## config.mk

```make
export PLATFORM = sky130hd
export DESIGN_NAME = input_channel
export DESIGN_NICKNAME = d
export VERILOG_FILES = /design/src/noc_pkg.sv /design/src/input_fifo.sv /design/src/dor_xy.sv /design/src/west_first_minimal.sv /design/src/route_planner.sv /design/src/link_controller.sv /design/src/input_channel.sv
export SDC_FILE = /design/constraint.sdc
export NUM_CORES = 1
export LEC_CHECK = 0
export ABC_AREA = 1
export BUFFER_PORTS_ARGS = -buffer_cell sky130_fd_sc_hd__buf_2
export CAP_MARGIN = 25
export CORE_MARGIN = 3
export CORE_UTILIZATION = 52
export DETAILED_ROUTE_END_ITERATION = 7
export PLACE_DENSITY = 0.75
export SYNTH_ARGS = -nofsm -noshare
export SYNTH_HDL_FRONTEND = slang
export SYNTH_SLANG_ARGS = --single-unit
```

## constraint.sdc

```tcl
create_clock -name clk -period 2.1 [get_ports clk]
set_clock_uncertainty 0.05 [all_clocks]
set_input_delay 0.105 -clock clk [delete_from_list [all_inputs] [get_ports clk]]
set_output_delay 0.105 -clock clk [all_outputs]
set_load 0.01 [all_outputs]
```

## src/noc_pkg.sv

```systemverilog
package noc_pkg;

	// Width of one mesh coordinate in a header
	parameter int ADDR_FIELD = 4;

	// Router ports, listed in request-vector order
	typedef enum logic [2:0]
	{
		PE    = 3'd0,
		X_POS = 3'd1,
		Y_POS = 3'd2,
		X_NEG = 3'd3,
		Y_NEG = 3'd4
	} port_dir_e;

	// Routing algorithms the planner can build
	typedef enum logic
	{
		ALGO_XY         = 1'b0,
		ALGO_WEST_FIRST = 1'b1
	} algo_e;

	// Flit kinds, single is head and tail at once
	typedef enum logic [1:0]
	{
		FLIT_BODY   = 2'd0,
		FLIT_HEAD   = 2'd1,
		FLIT_TAIL   = 2'd2,
		FLIT_SINGLE = 2'd3
	} flit_kind_e;

	// Header carried in the low data bits of head and single flits
	typedef struct packed
	{
		logic                  done;
		logic [ADDR_FIELD-1:0] x;
		logic [ADDR_FIELD-1:0] y;
	} header_t;

	typedef struct packed
	{
		flit_kind_e  kind;
		logic [15:0] data;
	} flit_t;

	// Bit of the 4-bit request vector for target, seen from input own
	// The own direction is skipped, the first remaining port is bit 3
	function automatic logic [3:0] port_bit(port_dir_e own, port_dir_e target);
		int pos;
		logic [3:0] vec;
		vec = '0;
		if (target != own)
		begin
			pos = (target > own) ? int'(target) - 1 : int'(target);
			vec[3 - pos] = 1'b1;
		end
		return vec;
	endfunction

endpackage

```

## src/input_fifo.sv

```systemverilog
`timescale 1ns/1ps

module input_fifo import noc_pkg::*;
#(
	parameter int DEPTH = 4
)
(
	input  logic  clk,
	input  logic  rst_n,
	input  flit_t in_flit,
	input  logic  in_valid,
	input  logic  pop,
	output flit_t front,
	output logic  empty,
	output logic  full
);

	localparam int PTR_W = $clog2(DEPTH);

	// Flit storage
	flit_t mem [DEPTH];

	logic [PTR_W-1:0] wr_ptr;
	logic [PTR_W-1:0] rd_ptr;
	logic [PTR_W:0]   count;
	logic [PTR_W:0]   count_next;
	logic             do_write;
	logic             do_read;

	// Writes while full and pops while empty are ignored
	assign do_write = in_valid && !full;
	assign do_read  = pop && !empty;

	always_comb
	begin
		count_next = count;
		if (do_write && !do_read)
			count_next = count + 1'b1;
		else if (!do_write && do_read)
			count_next = count - 1'b1;
	end

	// Pointers wrap on their own since DEPTH is a power of two
	always_ff @(posedge clk or negedge rst_n)
	begin
		if (!rst_n)
		begin
			wr_ptr <= '0;
			rd_ptr <= '0;
			count  <= '0;
			empty  <= 1'b1;
			full   <= 1'b0;
		end
		else
		begin
			if (do_write)
				wr_ptr <= wr_ptr + 1'b1;
			if (do_read)
				rd_ptr <= rd_ptr + 1'b1;
			count <= count_next;
			// Status levels registered from the next count
			empty <= (count_next == '0);
			full  <= (count_next == (PTR_W+1)'(DEPTH));
		end
	end

	always_ff @(posedge clk)
	begin
		if (do_write)
			mem[wr_ptr] <= in_flit;
	end

	// Oldest flit, visible right after the write edge
	assign front = mem[rd_ptr];

endmodule

```

## src/dor_xy.sv

```systemverilog
`timescale 1ns/1ps

module dor_xy import noc_pkg::*;
#(
	parameter port_dir_e PORT_DIR = X_NEG,
	parameter int        X_LOCAL  = 1,
	parameter int        Y_LOCAL  = 1
)
(
	input  header_t    hdr,
	output logic [3:0] valid_channels
);

	// Local coordinates at header width
	localparam logic [ADDR_FIELD-1:0] X_HERE = ADDR_FIELD'(X_LOCAL);
	localparam logic [ADDR_FIELD-1:0] Y_HERE = ADDR_FIELD'(Y_LOCAL);

	port_dir_e target;

	// X first, then Y, one output only
	always_comb
	begin
		if (hdr.done || (hdr.x == X_HERE && hdr.y == Y_HERE))
			// Leave at this PE
			target = PE;
		else if (hdr.x != X_HERE)
		begin
			if (hdr.x > X_HERE)
				target = X_POS;
			else
				target = X_NEG;
		end
		else if (hdr.y > Y_HERE)
			target = Y_POS;
		else
			target = Y_NEG;
	end

	// Own direction drops out of the vector
	assign valid_channels = port_bit(PORT_DIR, target);

endmodule

```

## src/west_first_minimal.sv

```systemverilog
`timescale 1ns/1ps

module west_first_minimal import noc_pkg::*;
#(
	parameter port_dir_e PORT_DIR = X_NEG,
	parameter int        X_LOCAL  = 1,
	parameter int        Y_LOCAL  = 1
)
(
	input  header_t    hdr,
	output logic [3:0] valid_channels
);

	localparam logic [ADDR_FIELD-1:0] X_HERE = ADDR_FIELD'(X_LOCAL);
	localparam logic [ADDR_FIELD-1:0] Y_HERE = ADDR_FIELD'(Y_LOCAL);

	logic at_home;
	logic go_west;

	assign at_home = hdr.done || (hdr.x == X_HERE && hdr.y == Y_HERE);
	// West turns are not allowed later, so west goes first and alone
	assign go_west = (hdr.x < X_HERE);

	always_comb
	begin
		valid_channels = '0;
		if (at_home)
			valid_channels = port_bit(PORT_DIR, PE);
		else if (go_west)
			valid_channels = port_bit(PORT_DIR, X_NEG);
		else
		begin
			// Every productive direction, one or two bits
			if (hdr.x > X_HERE)
				valid_channels = valid_channels | port_bit(PORT_DIR, X_POS);
			if (hdr.y > Y_HERE)
				valid_channels = valid_channels | port_bit(PORT_DIR, Y_POS);
			if (hdr.y < Y_HERE)
				valid_channels = valid_channels | port_bit(PORT_DIR, Y_NEG);
		end
	end

endmodule

```

## src/route_planner.sv

```systemverilog
`timescale 1ns/1ps

module route_planner import noc_pkg::*;
#(
	parameter port_dir_e PORT_DIR = X_NEG,
	parameter int        X_LOCAL  = 1,
	parameter int        Y_LOCAL  = 1,
	parameter algo_e     ALGO     = ALGO_XY
)
(
	input  header_t    hdr,
	output logic [3:0] request_vector
);

	// Only one routing block is built
	generate
		if (ALGO == ALGO_XY)
		begin : g_xy
			// Deterministic, exactly one request bit
			dor_xy
			#(
				.PORT_DIR (PORT_DIR),
				.X_LOCAL  (X_LOCAL),
				.Y_LOCAL  (Y_LOCAL)
			)
			u_dor_xy
			(
				.hdr            (hdr),
				.valid_channels (request_vector)
			);
		end
		else
		begin : g_west_first
			// Adaptive, the switch picks among the set bits
			west_first_minimal
			#(
				.PORT_DIR (PORT_DIR),
				.X_LOCAL  (X_LOCAL),
				.Y_LOCAL  (Y_LOCAL)
			)
			u_west_first_minimal
			(
				.hdr            (hdr),
				.valid_channels (request_vector)
			);
		end
	endgenerate

endmodule

```

## src/link_controller.sv

```systemverilog
`timescale 1ns/1ps

module link_controller import noc_pkg::*;
(
	input  logic       clk,
	input  logic       rst_n,
	input  flit_t      front,
	input  logic       empty,
	input  logic [3:0] request_vector,
	input  logic [3:0] grant,
	input  logic       stall,
	output header_t    hdr,
	output logic       pop,
	output logic [3:0] request,
	output flit_t      out_flit,
	output logic       out_valid,
	output logic [3:0] out_sel
);

	typedef enum logic [1:0]
	{
		IDLE,
		REQUEST,
		FORWARD
	} state_e;

	state_e state;

	logic       head_ready;
	logic       last_flit;
	logic [3:0] overlap;
	logic [3:0] lowest;

	// Header fields from the front flit go straight to the planner
	assign hdr = header_t'(front.data[$bits(header_t)-1:0]);

	assign head_ready = !empty && (front.kind == FLIT_HEAD || front.kind == FLIT_SINGLE);
	assign last_flit  = (front.kind == FLIT_TAIL || front.kind == FLIT_SINGLE);

	// Granted outputs among those requested, keep the lowest one
	assign overlap = grant & request;
	assign lowest  = overlap & (~overlap + 4'd1);

	// Pop only while forwarding and the switch accepts
	assign pop = (state == FORWARD) && !empty && !stall;

	always_ff @(posedge clk or negedge rst_n)
	begin
		if (!rst_n)
		begin
			state     <= IDLE;
			request   <= '0;
			out_sel   <= '0;
			out_valid <= 1'b0;
		end
		else
		begin
			out_valid <= pop;
			case (state)
				IDLE:
				begin
					// Latch the route of a new packet
					if (head_ready)
					begin
						request <= request_vector;
						state   <= REQUEST;
					end
				end
				REQUEST:
				begin
					if (|overlap)
					begin
						out_sel <= lowest;
						request <= '0;
						state   <= FORWARD;
					end
				end
				FORWARD:
				begin
					// Tail or single ends the packet
					if (pop && last_flit)
						state <= IDLE;
				end
				default:
					state <= IDLE;
			endcase
		end
	end

	// Flit shows up one cycle after its pop
	always_ff @(posedge clk)
	begin
		if (pop)
			out_flit <= front;
	end

endmodule

```

## src/input_channel.sv

```systemverilog
`timescale 1ns/1ps

module input_channel import noc_pkg::*;
#(
	parameter port_dir_e PORT_DIR = X_NEG,
	parameter int        X_LOCAL  = 1,
	parameter int        Y_LOCAL  = 1,
	parameter algo_e     ALGO     = ALGO_XY,
	parameter int        DEPTH    = 4
)
(
	input  logic       clk,
	input  logic       rst_n,
	input  flit_t      in_flit,
	input  logic       in_valid,
	output logic       full,
	output logic [3:0] request,
	input  logic [3:0] grant,
	input  logic       stall,
	output flit_t      out_flit,
	output logic       out_valid,
	output logic [3:0] out_sel
);

	flit_t      front;
	logic       empty;
	logic       pop;
	header_t    hdr;
	logic [3:0] request_vector;

	// Buffer for flits from the upstream link
	input_fifo #(.DEPTH (DEPTH)) u_input_fifo
	(
		.clk      (clk),
		.rst_n    (rst_n),
		.in_flit  (in_flit),
		.in_valid (in_valid),
		.pop      (pop),
		.front    (front),
		.empty    (empty),
		.full     (full)
	);

	// Route of the header at the front of the buffer
	route_planner
	#(
		.PORT_DIR (PORT_DIR),
		.X_LOCAL  (X_LOCAL),
		.Y_LOCAL  (Y_LOCAL),
		.ALGO     (ALGO)
	)
	u_route_planner
	(
		.hdr            (hdr),
		.request_vector (request_vector)
	);

	// Switch request, grant wait and forwarding
	link_controller u_link_controller
	(
		.clk            (clk),
		.rst_n          (rst_n),
		.front          (front),
		.empty          (empty),
		.request_vector (request_vector),
		.grant          (grant),
		.stall          (stall),
		.hdr            (hdr),
		.pop            (pop),
		.request        (request),
		.out_flit       (out_flit),
		.out_valid      (out_valid),
		.out_sel        (out_sel)
	);

endmodule

```

==> results.py, run 1 <==
metrics = {
    "place": {
        "port_buffers": 53,
        "hpwl_um": 6240,
        "routabilityCongestion": 0.787,
        "place_inst": 569,
    },
    "clocking": {
        "cts.sinks": 110,
        "tritoncts": "done",
        "root_buffer": "clkbuf_8",
        "cts_max_path_buffers": 2,
        "clock_latency_ps": 360,
        "htreeDepth": 3,
        "cts_made_buffers": 9,
        "clkTransAtPathRegs_ps": 100,
    },
    "grt": {
        "track_usage_pct": 19.9,
        "met1_usage_pct": 24.4,
        "grt_first_pass_wirelength_um": 15100,
        "grt_max_degree": 22,
        "antenna_found_initial": 0,
        "grt_pass1_vias": 3133,
        "gr-usage-met2_pct": 33.2,
        "grt_busiest_layer": "met2",
        "grtUsageMet3_pct": 4.84,
        "grt-ovfl-total": 0,
    },
    "floorplan": {
        "fp.coreArea_um2": 8380,
        "dieArea_um2": 9950,
        "die_h_um": 99.8,
        "die_w_um": 99.8,
        "rows": 33,
        "ios": 54,
        "start_util_pct": 54.5,
    },
    "pwr": {
        "power.leakage_nw": 2.49,
        "max-vdd-ir-drop_mv": 0.574,
        "power_density_nw_per_um2": 856,
        "total_power_mw": 4.96,
    },
    "timing": {
        "slew_headroom_pct": 69.2,
        "maxSlewViolCount": 0,
        "rsz0062_at_grt": "yes",
        "fin_crit_ps": 2450,
        "finalSetupViolations": 4,
        "fin_crit_sh_pct": 117,
        "fin_ws_ps": -352,
        "worst_slew_pin_slew_ps": 462,
        "hold_viol": 0,
        "max_freq_ghz": 0.408,
    },
    "setup_path": {
        "rr_startpoint": "u_input_fifo.rd_ptr[0]",
        "timing_worst_setup_path_type": "flop to flop",
        "path_max_fanout": 8,
        "worst_setup_path_end_kind": "flop",
        "arrival_ps": 2710,
        "cp.required_ps": 2350,
        "startpoint": "u_input_fifo.rd_ptr[0]",
        "start_kind": "flop",
    },
    "detailed_routing": {
        "num_vias": 3201,
        "drc": 0,
        "firstDrtPassIters": 4,
        "drtIter0Drc": 178,
        "antenna_left": 0,
        "viasPerCell": 5.22,
        "wirelength_um": 9600,
        "wire_per_inst_um": 15.7,
    },
    "synth": {
        "synth_nets": 420,
        "ys_warn_count": 0,
        "yosysTopAreaCell": "edfxtp_1",
        "yosysTopAreaCellShare_pct": 59.1,
        "synth.area.top_cells": "edfxtp_1 59%, dfrtp_1 10%, nand2_1 7.5%",
        "avgSynthCellArea_um2": 11.9,
        "synth_area_um2": 4570,
        "synth_seq_cells": 110,
        "yosysSeqAreaShare_pct": 70.1,
        "ys_types": 32,
        "syn_inst": 385,
    },
    "job": {
        "drv_cap": 0,
    },
    "layout": {
        "final.fill_count": 594,
        "layout_commonest_cell": "edfxtp_1",
        "drive_gt1_share_pct": 32.5,
        "final_cells": 613,
        "final_core_util_pct": 69.1,
        "syn_to_final_growth_pct": 26.7,
        "nets": 538,
        "n_antenna_cell": 0,
        "final_cell_mix": "90 x edfxtp_1, 75 x nand2_1, 53 x buf_2",
    },
    "status": {
        "violations": "setup timing",
        "outcome": "complete, but fails checks",
    },
    "worst_hold_path": {
        "hp-class": "primary input to flop",
        "min_from": "grant[3]",
    },
}
## power by group
part	total [mW]	switching [mW]	internal [mW]
clock	1.27	0.707	0.559
combinational	0.878	0.536	0.343
sequential	2.82	0.101	2.72
total	4.96	1.34	3.62
## synth_stat cells
cell and n:
nand3_1 20, dfstp_2 1, nand2_1 91, nand4_2 1, o21ai_2 1, edfxtp_1 90
o22ai_1 10, clkbuf_1 3, a21oi_1 1, o31ai_1 1, or2_0 1, nand4_1 3
and2_1 1, o21ai_0 22, inv_1 39, xor2_1 3, buf_12 2, nor2_2 4
inv_2 4, or2_1 1, nor2_1 36, buf_6 3, ha_1 9, buf_2 1
nand3_2 2, mux2_2 1, nand2_2 9, buf_4 2, o21a_1 1, nor2_4 1
o21ai_1 2, dfrtp_1 19
## sequential cells by signal, summed over array words and instances (netlist names)
signal,cells
u_link_controller.out_sel,4
u_link_controller.out_valid,1
u_input_fifo.full,1
u_link_controller.out_flit,18
u_link_controller.state,2
u_input_fifo.count,3
u_input_fifo.mem,72
u_input_fifo.empty,1
u_input_fifo.rd_ptr,2
u_link_controller.request,4
u_input_fifo.wr_ptr,2
## critical path, cell delays in order, from the launching register on
cell	delay, ps
dfrtp_2	520
clkinv_4	140
buf_8	160
nand2_1	60
nand3_1	100
nand2_2	110
nand2_4	60
nor2_2	110
nand2_1	70
nand2_2	90
nor2_4	50
inv_2	60
ha_4	120
inv_2	40
ha_4	150
nor2_4	90
nand2_4	70
nor2_4	100
nand2_2	60
o21ai_2	60
nand2_1	70
nand2_1	60
## per-stage QoR
| step | setup slack (ps) | TNS, ps | hold slack [ps] | area (um^2) |
|---|---|---|---|---|
| after floorplan | -75.1 | -254 | -241 | 4610 |
| after global placement | -156 | -577 | 29.4 | 5180 |
| after detailed placement | -311 | -1190 | 34.8 | 5180 |
| after CTS | -231 | -862 | 14.8 | 5630 |
| after global routing | -546 | -2110 | 50.3 | 5790 |
| final | -352 | -1350 | 37.2 | 5790 |
## area by class of cell
| class | instances | area, um^2 | share of cell area, % |
|---|---|---|---|
| tap | 105 | 131 | 2.27 |
| timing repair inverter | 1 | 5.00 | 0.0864 |
| inverter | 43 | 166 | 2.87 |
| clock inverter | 6 | 67.6 | 1.17 |
| timing repair buffer | 117 | 842 | 14.5 |
| sequential | 110 | 3210 | 55.3 |
| clock buffer | 10 | 128 | 2.20 |
| multi-input combinational | 221 | 1250 | 21.5 |
## routing by layer
metal | vias to the layer above | share of wire, % | wire length [um]
met5 | - | 0 | 0
met4 | 0 | 3.0 | 289
met3 | 32 | 5.8 | 557
met2 | 115 | 50 | 4780
met1 | 1525 | 41 | 3970
li1 | 1529 | - | -
## final timing paths
kind	to	slack (ps)	cells past startpoint
setup reg to reg	u_link_controller.request[0]	-350	21
max in group asynchronous	u_input_fifo.empty	1480	2
hold / removal	u_link_controller.state[0]	40	4
setup / recovery	u_link_controller.request[0]	-350	21
hold reg to reg	u_link_controller.out_sel[1]	440	2
min in group asynchronous	u_link_controller.out_valid	160	2
## kinds of logic (layout without fill, tap and decap cells)
kind of cell	Yosys count	count (layout)	share of synthesized area (%)
AO/OA/AOI/OAI	38	38	4.63
XOR/XNOR	3	3	0.575
adder cells (fa/ha/maj)	9	9	2.46
buffers and inverters	54	177	5.83
flip-flops	110	110	70.1
multiplexers	1	1	0.246
AND/OR/NAND/NOR	170	170	16.2
## timing repair
action | in CTS | in global routing
pin swaps | 9 | 4
setup buffers | 1 | 3
hold endpoints to repair | 94 | 0
gates cloned | 1 | 2
resized for setup | 11 | 31
hold buffers | 21 | 0
setup endpoints to repair | 4 | 4
Power figures use the tool's default switching activity.
==> inputs of run 2 (changes only) <==
--- a/config.mk
+++ b/config.mk
@@ -5,13 +5,14 @@
 export SDC_FILE = /design/constraint.sdc
 export NUM_CORES = 1
 export LEC_CHECK = 0
-export ABC_AREA = 1
+export ABC_AREA = 0
 export BUFFER_PORTS_ARGS = -buffer_cell sky130_fd_sc_hd__buf_2
 export CAP_MARGIN = 25
 export CORE_MARGIN = 3
-export CORE_UTILIZATION = 52
+export CORE_UTILIZATION = 51
 export DETAILED_ROUTE_END_ITERATION = 7
-export PLACE_DENSITY = 0.75
+export PLACE_DENSITY = 0.74
+export REMOVE_ABC_BUFFERS = 1
 export SYNTH_ARGS = -nofsm -noshare
 export SYNTH_HDL_FRONTEND = slang
 export SYNTH_SLANG_ARGS = --single-unit
==> run 2 against run 1 <==
The flow still finishes with violations (setup timing); worst hold slack better by 8.6 ps; sequential share of layout area increased by 4.0 points; synthesized cell count is 42% lower; non-clock buffer count shrank 8; combinational power is 15% lower; clock power down 10%; die area shrank 4.7%; fmax down 13%; clock-buffer cell count down 1; sequential power is essentially flat; cell count shrank 28%; core utilization fell by 1.0 points; critical path type unchanged; largest power group unchanged; highest routed layer unchanged.
==> results.py, run 2 <==
metrics = {
    "floorplan": {
        "ios": 54,
        "die_w_um": 97.4,
        "rows": 32,
        "start_util_pct": 53.8,
        "dieArea_um2": 9490,
        "fp.coreArea_um2": 7930,
        "die_h_um": 97.4,
    },
    "synth": {
        "synth_commonest_cells": "90 x edfxtp_1, 19 x dfrtp_1, 15 x mux4_2, 15 x nand2_1, 9 x ha_1",
        "ys_types": 41,
        "synth_seq_cells": 110,
        "yosysTopAreaCell": "edfxtp_1",
        "synth_ff_type": "edfxtp_1",
        "postSynth.asyncResetShare_pct": 18.2,
        "ys_warn_count": 0,
        "yosysTopAreaCellShare_pct": 63.4,
        "yosysSeqAreaShare_pct": 75.2,
        "synth-edff-count": 90,
        "synth.most_common_cell": "edfxtp_1",
        "syn_inst": 222,
        "synth_area_um2": 4260,
        "synth.area.top_cells": "edfxtp_1 63%, dfrtp_1 11%, mux4_2 7.9%",
        "avgSynthCellArea_um2": 19.2,
    },
    "pwr": {
        "seqPwrFrac_pct": 59.9,
        "power.leakage_nw": 2.04,
        "power_density_nw_per_um2": 871,
        "switchingPower_mw": 1.21,
        "total_power_mw": 4.70,
        "internal_power_mw": 3.49,
        "clkPwrFrac_pct": 24.3,
        "power.switching_fraction_pct": 25.7,
        "max-vdd-ir-drop_mv": 0.642,
        "power.share.combinational_pct": 15.8,
    },
    "clocking": {
        "clock_latency_ps": 360,
        "root_buffer": "clkbuf_8",
        "clkTransAtPathRegs_ps": 110,
        "htreeDepth": 3,
        "cts.sinks": 110,
        "cts_max_path_buffers": 2,
        "cts_made_buffers": 9,
        "tritoncts": "done",
    },
    "layout": {
        "top_regs": "u_input_fifo.mem x72, u_link_controller.out_flit x18",
        "n_antenna_cell": 0,
        "layout_commonest_cell": "edfxtp_1",
        "drive_gt1_share_pct": 40.4,
        "largest_reg_flops": 72,
        "syn_to_final_growth_pct": 26.7,
        "nets": 372,
        "largest-register": "u_input_fifo.mem",
        "final_cell_mix": "90 x edfxtp_1, 53 x buf_2, 29 x buf_4",
    },
    "timing": {
        "rsz0062_at_grt": "yes",
        "maxSlewViolCount": 0,
        "hold_viol": 0,
        "worst_slew_pin_slew_ps": 628,
        "holdWs_ps": 45.8,
        "max_freq_ghz": 0.355,
        "slew_headroom_pct": 58.1,
        "fin_crit_sh_pct": 134,
        "finalSetupViolations": 4,
        "fin_crit_ps": 2820,
        "fin_ws_ps": -717,
    },
    "detailed_routing": {
        "wirelength_um": 7240,
        "drc": 0,
        "viasPerCell": 5.22,
        "antenna_left": 0,
        "wire_per_inst_um": 16.3,
        "drtIter0Drc": 83,
        "num_vias": 2318,
        "firstDrtPassIters": 4,
    },
    "place": {
        "place_ws_ps": -915,
        "port_buffers": 53,
        "routabilityCongestion": 0.812,
        "hpwl_um": 4680,
    },
    "setup_path": {
        "rr_startpoint": "u_input_fifo.rd_ptr[0]",
        "arrival_ps": 3060,
        "slowest_delay_ps": 570,
        "timing.rr.end": "u_link_controller.request[2]",
        "path_max_fanout": 3,
        "start_kind": "flop",
        "worst_setup_path_end_kind": "flop",
        "crit_slowest_cell": "or4b_4",
        "cp.required_ps": 2340,
        "rr_worst_depth": 10,
        "crit_chain": "buf_6, mux4_2, or4b_4, nand2_4, ha_4, inv_2, ha_4, or3_4, a211oi_4, a32o_1",
        "r2r_slack_ps": -720,
        "timing_worst_setup_path_type": "flop to flop",
        "crit_buf_inv": 2,
        "critPathTopFamily": "simple AND/OR/NAND/NOR gates",
        "crit_top_cell": "ha_4",
    },
    "grt": {
        "grt_pass1_vias": 2379,
        "grt-ovfl-total": 0,
        "grt_first_pass_wirelength_um": 11900,
        "antenna_found_initial": 0,
        "track_usage_pct": 16.1,
        "grt_max_degree": 24,
    },
    "worst_hold_path": {
        "hp-class": "primary input to flop",
        "hold_path_end": "u_link_controller.out_sel[0]",
        "min_from": "grant[0]",
        "hold_path_depth": 3,
    },
    "status": {
        "violations": "setup timing",
        "outcome": "complete, but fails checks",
    },
    "job": {
        "drv_cap": 0,
    },
}
## run 2: cell type report
cell class	count	area [um^2]
flip-flops and latches	110	3210
inverters	7	26.3
fillers	524	2530
well taps	102	128
clock buffers	9	124
repair buffers	109	773
clock inverters	7	56.3
multi-input cells	100	1090
## run 2: repair_timing
action / 4_1_cts / 5_1_grt
endpoints found under the setup margin: 4 / 4
hold buffers: 21 / 0
pin swaps: 11 / 6
buffers inserted: 8 / 2
resized for setup: 21 / 3
endpoints found under the hold margin: 94 / 0
## run 2: worst reg2reg max path: cells and delay by family, from the launching register on
kind                       cells  cell delay, ps
adders and majority gates      2             260
buffers and inverters          2             150
AOI/OAI and AO/OA              2             370
muxes                          1             500
and+or+nand+nor                3            1010
DFF                            1             420
## run 2: how the worst max path moves through the flow
stage | to | from | depth (start not counted) | slack [ps]
3_5_place_dp | u_link_controller.request[2] | u_input_fifo.rd_ptr[0] | 9 | -910
5_1_grt | u_link_controller.request[2] | u_input_fifo.rd_ptr[0] | 10 | -820
3_3_place_gp | u_link_controller.request[2] | u_input_fifo.rd_ptr[0] | 10 | -860
2_1_floorplan | u_link_controller.request[2] | u_input_fifo.rd_ptr[0] | 9 | -1400
6_report | u_link_controller.request[2] | u_input_fifo.rd_ptr[0] | 10 | -720
4_1_cts | u_link_controller.request[2] | u_input_fifo.rd_ptr[0] | 10 | -670
## run 2: cell families (layout without fill, tap and decap cells)
kind of cell / Yosys count / after routing / share of synthesized area, %
mux: 18 / 18 / 9.78
compound gates: 22 / 22 / 3.64
simple gates: 45 / 45 / 6.22
fa+ha+maj: 9 / 9 / 2.64
flops: 110 / 110 / 75.2
buf+inv: 12 / 132 / 1.29
xor+xnor: 6 / 6 / 1.23
## run 2: metal layers
layer	part of all wire (%)	wire length (um)	up-vias	global-route usage, %
li1	-	-	1100	-
met1	43	3150	1147	21.0
met2	51	3680	64	26.7
met3	4.6	334	7	4.16
met4	1.0	74	0	5.43
met5	0	0	-	0
## run 2: power by group through the flow
stage / sequential [mW] / combinational, mW / clock [mW]
2_1_floorplan: 2.84 / 0.417 / 0
3_3_place_gp: 2.85 / 0.647 / 0
3_5_place_dp: 2.87 / 0.668 / 0
4_1_cts: 2.82 / 0.737 / 1.18
5_1_grt: 2.84 / 0.832 / 1.28
6_report: 2.82 / 0.744 / 1.14
## run 2: stage by stage
step,area (um^2),util (%),instances,TNS [ps]
finish,5400,68.1,444,-2680
global route,5400,68.1,444,-3090
CTS,5360,67.7,442,-2550
detailed placement,4830,61.0,397,-3450
global placement,4830,61.0,397,-3220
floorplan,4230,-,217,-14590
